$ cat config.mk
export PLATFORM = sky130hd
export DESIGN_NAME = emu_link_top
export DESIGN_NICKNAME = d
export VERILOG_FILES = /design/src/link_cfg_pkg.sv /design/src/link_sig_pkg.sv /design/src/tx_clk_osc.sv /design/src/prbs_gen.sv /design/src/chan_fir.sv /design/src/rx_ber_checker.sv /design/src/emu_link_top.sv
export VERILOG_INCLUDE_DIRS = /design/src
export SDC_FILE = /design/constraint.sdc
export NUM_CORES = 1
export LEC_CHECK = 0
export BUFFER_PORTS_ARGS = -buffer_cell sky130_fd_sc_hd__buf_2
export CAP_MARGIN = 20
export CORE_UTILIZATION = 50
export CTS_CLUSTER_DIAMETER = 60
export DETAILED_ROUTE_END_ITERATION = 6
export PLACE_DENSITY = 0.73
export SYNTH_ARGS = -nofsm -noshare
export SYNTH_HDL_FRONTEND = slang
export SYNTH_SLANG_ARGS = --single-unit
$ cat constraint.sdc
create_clock -name emu_clk -period 5.2 [get_ports emu_clk]
set_input_delay 0.52 -clock emu_clk [delete_from_list [all_inputs] [get_ports emu_clk]]
set_output_delay 0.52 -clock emu_clk [all_outputs]
set_load 0.1 [all_outputs]
$ cat src/link_defs.svh
`ifndef LINK_DEFS_SVH
`define LINK_DEFS_SVH

//////////////////////////////////////////////////
// link dimensions
//////////////////////////////////////////////////

// width of the PRBS shift register, also the checker seek length
`define LINK_PRBS_W 32

// number of channel taps, main cursor plus post-cursors
`define LINK_TAPS 4

//////////////////////////////////////////////////
// status counters
//////////////////////////////////////////////////

// error and bit counters saturate at all ones
`define LINK_CNT_W 16

`endif

$ cat src/link_cfg_pkg.sv
`default_nettype none

`include "link_defs.svh"

package link_cfg_pkg;

    // emu_clk cycles per emulated clock level, zero acts as one
    typedef logic [3:0] half_period_t;

    // signed channel tap weight
    typedef logic signed [11:0] tap_coef_t;

    // index into the coefficient table
    typedef logic [$clog2(`LINK_TAPS)-1:0] tap_addr_t;

    // lfsr state, feedback equation mask or seed
    typedef logic [`LINK_PRBS_W-1:0] prbs_word_t;

endpackage

`default_nettype wire

$ cat src/link_sig_pkg.sv
`default_nettype none

`include "link_defs.svh"

package link_sig_pkg;

    //////////////////////////////////////////////////
    // datapath
    //////////////////////////////////////////////////

    // signed channel output, wide enough for all taps at full scale
    typedef logic signed [15:0] chan_sample_t;

    //////////////////////////////////////////////////
    // receiver status
    //////////////////////////////////////////////////

    // saturating error or bit counter
    typedef logic [`LINK_CNT_W-1:0] link_cnt_t;

    // checker fsm
    typedef enum logic {
        CHK_SEEK,
        CHK_LOCKED
    } chk_state_t;

endpackage

`default_nettype wire

$ cat src/tx_clk_osc.sv
`default_nettype none

module tx_clk_osc
    import link_cfg_pkg::*;
(
    input  wire logic         emu_clk,
    input  wire logic         emu_rst,
    input  wire half_period_t half_lo_i,
    input  wire half_period_t half_hi_i,
    output logic              tx_clk_o,
    output logic              tx_edge_o
);

    // cycles left in the current level, minus one
    half_period_t cnt;

    // reload value for a level of the given length
    function automatic half_period_t level_load(input half_period_t half);
        if (half == '0) begin
            return '0;
        end
        return half - half_period_t'(1);
    endfunction

    //////////////////////////////////////////////////
    // level timer
    //////////////////////////////////////////////////

    always_ff @(posedge emu_clk) begin
        if (emu_rst) begin
            tx_clk_o  <= 1'b0;
            tx_edge_o <= 1'b0;
            cnt       <= level_load(half_lo_i);
        end else if (cnt == '0) begin
            // level ends here, sample the length of the next one
            tx_clk_o  <= ~tx_clk_o;
            tx_edge_o <= ~tx_clk_o;
            if (tx_clk_o) begin
                cnt <= level_load(half_lo_i);
            end else begin
                cnt <= level_load(half_hi_i);
            end
        end else begin
            tx_edge_o <= 1'b0;
            cnt       <= cnt - half_period_t'(1);
        end
    end

endmodule

`default_nettype wire

$ cat src/prbs_gen.sv
`default_nettype none

`include "link_defs.svh"

module prbs_gen
    import link_cfg_pkg::*;
(
    input  wire logic       emu_clk,
    input  wire logic       emu_rst,
    input  wire logic       cke_i,
    input  wire logic       clr_i,
    input  wire prbs_word_t seed_i,
    input  wire prbs_word_t eqn_i,
    input  wire logic       inj_err_i,
    output logic            tx_bit_o
);

    prbs_word_t state;
    logic       next_bit;

    // feedback is the parity of the tapped state bits
    assign next_bit = ^(state & eqn_i);

    //////////////////////////////////////////////////
    // fibonacci lfsr
    //////////////////////////////////////////////////

    always_ff @(posedge emu_clk) begin
        if (emu_rst || clr_i) begin
            state <= seed_i;
        end else if (cke_i) begin
            state <= {state[`LINK_PRBS_W-2:0], next_bit};
        end
    end

    // injected error flips the output only, state stays on sequence
    always_ff @(posedge emu_clk) begin
        if (emu_rst) begin
            tx_bit_o <= 1'b0;
        end else if (cke_i) begin
            tx_bit_o <= next_bit ^ inj_err_i;
        end
    end

endmodule

`default_nettype wire

$ cat src/chan_fir.sv
`default_nettype none

`include "link_defs.svh"

module chan_fir
    import link_cfg_pkg::*;
    import link_sig_pkg::*;
(
    input  wire logic      emu_clk,
    input  wire logic      emu_rst,
    input  wire logic      sym_stb_i,
    input  wire logic      tx_bit_i,
    input  wire logic      we_i,
    input  wire tap_addr_t waddr_i,
    input  wire tap_coef_t wdata_i,
    output chan_sample_t   sample_o,
    output logic           sample_valid_o
);

    // tap weights, index 0 is the main cursor
    tap_coef_t coef [`LINK_TAPS];

    // past symbols, bit 0 is the most recent one
    logic [`LINK_TAPS-2:0] hist;

    // window seen on the strobe, current symbol at bit 0
    logic [`LINK_TAPS-1:0] window;

    chan_sample_t sum;

    assign window = {hist, tx_bit_i};

    //////////////////////////////////////////////////
    // coefficient write decode
    //////////////////////////////////////////////////

    always_ff @(posedge emu_clk) begin
        if (emu_rst) begin
            for (int k = 0; k < `LINK_TAPS; k++) begin
                coef[k] <= '0;
            end
        end else if (we_i) begin
            for (int k = 0; k < `LINK_TAPS; k++) begin
                if (waddr_i == tap_addr_t'(k)) begin
                    coef[k] <= wdata_i;
                end
            end
        end
    end

    //////////////////////////////////////////////////
    // convolution
    //////////////////////////////////////////////////

    // nrz symbol is +1 for a one and -1 for a zero
    always_comb begin
        chan_sample_t term;
        sum = '0;
        for (int k = 0; k < `LINK_TAPS; k++) begin
            term = chan_sample_t'(coef[k]);
            if (window[k]) begin
                sum = sum + term;
            end else begin
                sum = sum - term;
            end
        end
    end

    always_ff @(posedge emu_clk) begin
        if (emu_rst) begin
            hist           <= '0;
            sample_valid_o <= 1'b0;
        end else begin
            sample_valid_o <= sym_stb_i;
            if (sym_stb_i) begin
                hist <= window[`LINK_TAPS-2:0];
            end
        end
    end

    // output sample, qualified by sample_valid_o
    always_ff @(posedge emu_clk) begin
        if (sym_stb_i) begin
            sample_o <= sum;
        end
    end

endmodule

`default_nettype wire

$ cat src/rx_ber_checker.sv
`default_nettype none

`include "link_defs.svh"

module rx_ber_checker
    import link_cfg_pkg::*;
    import link_sig_pkg::*;
(
    input  wire logic         emu_clk,
    input  wire logic         emu_rst,
    input  wire logic         clr_i,
    input  wire prbs_word_t   eqn_i,
    input  wire chan_sample_t sample_i,
    input  wire logic         sample_valid_i,
    output logic              locked_o,
    output link_cnt_t         err_cnt_o,
    output link_cnt_t         bit_cnt_o
);

    localparam int SEEK_W = $clog2(`LINK_PRBS_W);

    chk_state_t        state;
    prbs_word_t        lfsr;
    logic [SEEK_W-1:0] seek_cnt;
    logic              dec_bit;
    logic              pred_bit;

    //////////////////////////////////////////////////
    // slicer and predictor
    //////////////////////////////////////////////////

    assign dec_bit  = (sample_i > chan_sample_t'(0));
    assign pred_bit = ^(lfsr & eqn_i);
    assign locked_o = (state == CHK_LOCKED);

    // seek loads received bits, lock runs on predicted bits only
    always_ff @(posedge emu_clk) begin
        if (sample_valid_i) begin
            if (state == CHK_SEEK) begin
                lfsr <= {lfsr[`LINK_PRBS_W-2:0], dec_bit};
            end else begin
                lfsr <= {lfsr[`LINK_PRBS_W-2:0], pred_bit};
            end
        end
    end

    //////////////////////////////////////////////////
    // checker fsm and counters
    //////////////////////////////////////////////////

    always_ff @(posedge emu_clk) begin
        if (emu_rst || clr_i) begin
            state     <= CHK_SEEK;
            seek_cnt  <= '0;
            err_cnt_o <= '0;
            bit_cnt_o <= '0;
        end else if (sample_valid_i) begin
            case (state)
                CHK_SEEK: begin
                    // lfsr fully loaded after PRBS_W bits
                    seek_cnt <= seek_cnt + 1'b1;
                    if (seek_cnt == SEEK_W'(`LINK_PRBS_W - 1)) begin
                        state <= CHK_LOCKED;
                    end
                end
                CHK_LOCKED: begin
                    if (bit_cnt_o != '1) begin
                        bit_cnt_o <= bit_cnt_o + 1'b1;
                    end
                    if ((pred_bit != dec_bit) && (err_cnt_o != '1)) begin
                        err_cnt_o <= err_cnt_o + 1'b1;
                    end
                end
            endcase
        end
    end

endmodule

`default_nettype wire

$ cat src/emu_link_top.sv
`default_nettype none

module emu_link_top
    import link_cfg_pkg::*;
    import link_sig_pkg::*;
(
    input  wire logic         emu_clk,
    input  wire logic         emu_rst,
    input  wire logic         clr_i,
    input  wire half_period_t half_lo_i,
    input  wire half_period_t half_hi_i,
    input  wire prbs_word_t   seed_i,
    input  wire prbs_word_t   eqn_i,
    input  wire logic         inj_err_i,
    input  wire logic         chan_we_i,
    input  wire tap_addr_t    chan_waddr_i,
    input  wire tap_coef_t    chan_wdata_i,
    output logic              tx_clk_o,
    output logic              tx_edge_o,
    output logic              locked_o,
    output link_cnt_t         err_cnt_o,
    output link_cnt_t         bit_cnt_o
);

    logic         tx_bit;
    logic         sym_stb;
    chan_sample_t sample;
    logic         sample_valid;

    //////////////////////////////////////////////////
    // tx clock and source
    //////////////////////////////////////////////////

    tx_clk_osc tx_clk_i (
        .emu_clk   (emu_clk),
        .emu_rst   (emu_rst),
        .half_lo_i (half_lo_i),
        .half_hi_i (half_hi_i),
        .tx_clk_o  (tx_clk_o),
        .tx_edge_o (tx_edge_o)
    );

    prbs_gen prbs_gen_i (
        .emu_clk   (emu_clk),
        .emu_rst   (emu_rst),
        .cke_i     (tx_edge_o),
        .clr_i     (clr_i),
        .seed_i    (seed_i),
        .eqn_i     (eqn_i),
        .inj_err_i (inj_err_i),
        .tx_bit_o  (tx_bit)
    );

    // tx_bit is valid one cycle after the edge
    always_ff @(posedge emu_clk) begin
        if (emu_rst) begin
            sym_stb <= 1'b0;
        end else begin
            sym_stb <= tx_edge_o;
        end
    end

    //////////////////////////////////////////////////
    // channel and receiver
    //////////////////////////////////////////////////

    chan_fir chan_i (
        .emu_clk        (emu_clk),
        .emu_rst        (emu_rst),
        .sym_stb_i      (sym_stb),
        .tx_bit_i       (tx_bit),
        .we_i           (chan_we_i),
        .waddr_i        (chan_waddr_i),
        .wdata_i        (chan_wdata_i),
        .sample_o       (sample),
        .sample_valid_o (sample_valid)
    );

    rx_ber_checker rx_chk_i (
        .emu_clk        (emu_clk),
        .emu_rst        (emu_rst),
        .clr_i          (clr_i),
        .eqn_i          (eqn_i),
        .sample_i       (sample),
        .sample_valid_i (sample_valid),
        .locked_o       (locked_o),
        .err_cnt_o      (err_cnt_o),
        .bit_cnt_o      (bit_cnt_o)
    );

endmodule

`default_nettype wire

==> results.sh <==
export IMPL_status="finished, final reports clean"
export IMPL_ys_flop_type="edfxtp_1"
export IMPL_grt_setup_unrepaired="true"
export IMPL_grt_pass1_wl_um=38030
export IMPL_layout_commonest_cell="nand2_1"
export IMPL_synth_seq_cells=178
export IMPL_ys_seq_area_frac=0.4494
export IMPL_worstPathRequired_ns=5.38
export IMPL_path_max_fanout=3
export IMPL_clock_sinks=178
export IMPL_syn_area_um2=10780
export IMPL_synth_nets=1273
export IMPL_rr_worst_depth=25
export IMPL_layout_setup_ws_ns=0.1610
export IMPL_vias=8371
export IMPL_area_growth_pct=17.20
export IMPL_viasPerCell=5.342
export IMPL_gp_congestion=0.8285
export IMPL_max_freq_mhz=198.5
export IMPL_avgSynthCellArea_um2=9.583
export IMPL_drive_gt1_frac=0.1796
export IMPL_synth_edff_count=128
export IMPL_cp_arrival_ns=5.22
export IMPL_dpl_instance_area_um2=11840
export IMPL_layout_nets=1427
export IMPL_whs_path_depth=3
export IMPL_critPathTopFamily="compound AO/OA/AOI/OAI gates"
export IMPL_yosysTopAreaCell="edfxtp_1"
export IMPL_slew_viol_final=0
export IMPL_grt_usage=0.2205
export IMPL_core_area_um2=21090
export IMPL_clockRootBuffer="clkbuf_16"
export IMPL_pin_count=126
export IMPL_yosysUniqueCellTypes=57
export IMPL_finalInstanceArea_um2=12630
export IMPL_path_clk_slew_ns=0.08
export IMPL_peakVddDrop_uv=289.6
export IMPL_reg2reg_slack_ns=0.16
export IMPL_grt_ovfl_total=0
export IMPL_place_ws_ns=-0.03594
export IMPL_antenna_cells=0
export IMPL_setup_tns_ns=0
export IMPL_cts_buffers=17
export IMPL_first_iter_violations=431
export IMPL_power_density_nw_per_um2=513.1
export IMPL_dieWidth_um=148.8
export IMPL_hpwl_um=17940
export IMPL_cts_tree="yes"
export IMPL_first_pass_iters=5
export IMPL_worstSetupStartpointType="flip-flop"
export IMPL_timing_slew_headroom=0.3885
export IMPL_total_power_mw=6.483
export IMPL_antenna_found_initial=0
export IMPL_yosysTopAreaCellShare=0.3565
export IMPL_worstMarginPinSlew_ns=0.9102
export IMPL_power_leakage_nw=5.061
export IMPL_num_rows=53
export IMPL_layout_cells_non_filler=1567
export IMPL_max_stage_delay_ns=0.43
export IMPL_period_minus_slack_ns=5.039
export IMPL_io_buffers=125
export IMPL_final_cell_mix="nand2_1, edfxtp_1, buf_2"
export IMPL_crit_path_top_delay_cell="edfxtp_1"
export IMPL_endpoint_kind="flip-flop"
export IMPL_ys_async_sr_fraction=0
export IMPL_path_buf_inv=1
export IMPL_dp_cells=1524
export IMPL_hold_viol_final=0
export IMPL_clock_latency_ns=0.44
export IMPL_setup_viol=0
export IMPL_avgRoutedWirePerCell_um=15.12
export IMPL_die_area_um2=22150
export IMPL_yosys_top_cells_area="edfxtp_1, dfxtp_1, nand2_1"
export IMPL_fin_worst_skew_ns=0.01369
export IMPL_cp_depth=25
export IMPL_max_cap_violations=0
export IMPL_h_tree_depth=4
export IMPL_max_clock_path_buffers=2
export IMPL_fp_dieH_um=148.8
export IMPL_criticalPathCategory="flip-flop to flip-flop"
export IMPL_drc=0
export IMPL_grt_pass1_vias=7919
export IMPL_min_path_type="primary input to flip-flop"
export IMPL_ant_nets=0
export IMPL_syn_instance_count=1125
export IMPL_initial_core_util=0.5112
export IMPL_drt_wl_total_um=23690
export IMPL_period_share=0.9690
export IMPL_grt_max_degree=62
export IMPL_yosys_warnings=0
[per-layer routing]
layer	track usage	share of wire
met1	0.2837	0.46
met4	0.06531	0.016
met3	0.04190	0.046
met5	0	0
met2	0.3764	0.48
[synthesized netlist by cell type (3+ instances only)]
library cell / n
a211oi_1: 3
a21o_1: 10
a21oi_1: 50
a31oi_1: 9
a41oi_1: 5
and2_1: 48
and3_1: 10
clkbuf_1: 26
dfxtp_1: 50
edfxtp_1: 128
fa_1: 3
ha_1: 54
inv_1: 35
mux2_2: 6
mux2i_1: 16
nand2_1: 213
nand2b_1: 8
nand3_1: 16
nand4_1: 8
nor2_1: 92
nor2b_1: 13
nor3_1: 29
nor4_1: 17
nor4b_1: 4
o211ai_1: 7
o21a_1: 6
o21ai_0: 27
o21bai_1: 12
o31ai_1: 7
or2_2: 5
or3_1: 18
or4_1: 4
xnor2_1: 88
xor2_1: 69
[path summary, 6_finish.rpt]
kind / from / endpoint
hold / removal: seed_i[24] / prbs_gen_i.state[24]
setup reg to reg: chan_i.coef[0][1] / chan_i.sample_o[15]
hold reg to reg: rx_chk_i.lfsr[20] / rx_chk_i.lfsr[21]
setup / recovery: chan_i.coef[0][1] / chan_i.sample_o[15]
[layout make-up]
| cell class | count | area [µm²] |
|---|---|---|
| clock buffer | 18 | 429.2 |
| clock inverter | 14 | 141.4 |
| fill | 1822 | 8453 |
| inverter | 35 | 131.4 |
| multi-input combinational | 885 | 5828 |
| sequential | 178 | 4845 |
| tap | 275 | 344.1 |
| timing repair buffer | 162 | 915.9 |
[kinds of logic after synthesis]
logic type / synth area share
AOI/OAI and AO/OA: 0.09088
xor gates and xnor gates: 0.1356
adders and majority gates: 0.06825
buffers and inverters: 0.02228
DFF: 0.4494
muxes: 0.02112
and+or+nand+nor: 0.2125
[report_power, final]
part / switching [mW] / internal (mW) / total, mW
combinational: 1.75 / 1.66 / 3.41
clock: 0.607 / 0.640 / 1.25
sequential: 0.0661 / 1.76 / 1.83
[worst reg2reg max path, cell delays in order (launching register included)]
cell and delay (ns):
edfxtp_1 0.43, inv_2 0.09, ha_4 0.19, mux2_4 0.29, fa_2 0.39, a21o_1 0.19
a21oi_2 0.13, o21bai_1 0.09, a21oi_1 0.18, o21bai_1 0.12, a21oi_1 0.17, xnor2_1 0.17
ha_1 0.28, a21o_1 0.16, a21o_1 0.16, nand3_1 0.08, nand2_1 0.06, a41oi_2 0.18
nor2b_4 0.19, xnor2_2 0.08, ha_1 0.34, o211a_1 0.15, a221oi_2 0.27, o21ai_1 0.11
xnor2_1 0.14, xnor2_1 0.13
[through the flow]
stage	hold WS, ns	util
after CTS	0.3278	0.5890
after global placement	0.4293	0.5614
after global routing	0.3375	0.5991
final	0.3446	0.5991
after floorplan	0.4268	-
after detailed placement	0.4324	0.5614
[registers in the layout, summed over array words and instances, names as in the netlist, 4 cells and up]
name                count
rx_chk_i.err_cnt_o     16
chan_i.sample_o        16
tx_clk_i.cnt            4
rx_chk_i.seek_cnt       5
prbs_gen_i.state       32
chan_i.coef            48
rx_chk_i.bit_cnt_o     16
rx_chk_i.lfsr          32
[what timing repair did]
| item | CTS | global route |
|---|---|---|
| hold endpoints to repair | 0 | 0 |
| setup buffers | 0 | 6 |
| hold buffers | 0 | 0 |
| pin swaps | 0 | 32 |
| setup endpoints to repair | 2 | 4 |
| gates resized for setup | 2 | 29 |
| cloned | 0 | 0 |
Note: power is estimated with default switching activity, not from simulation.
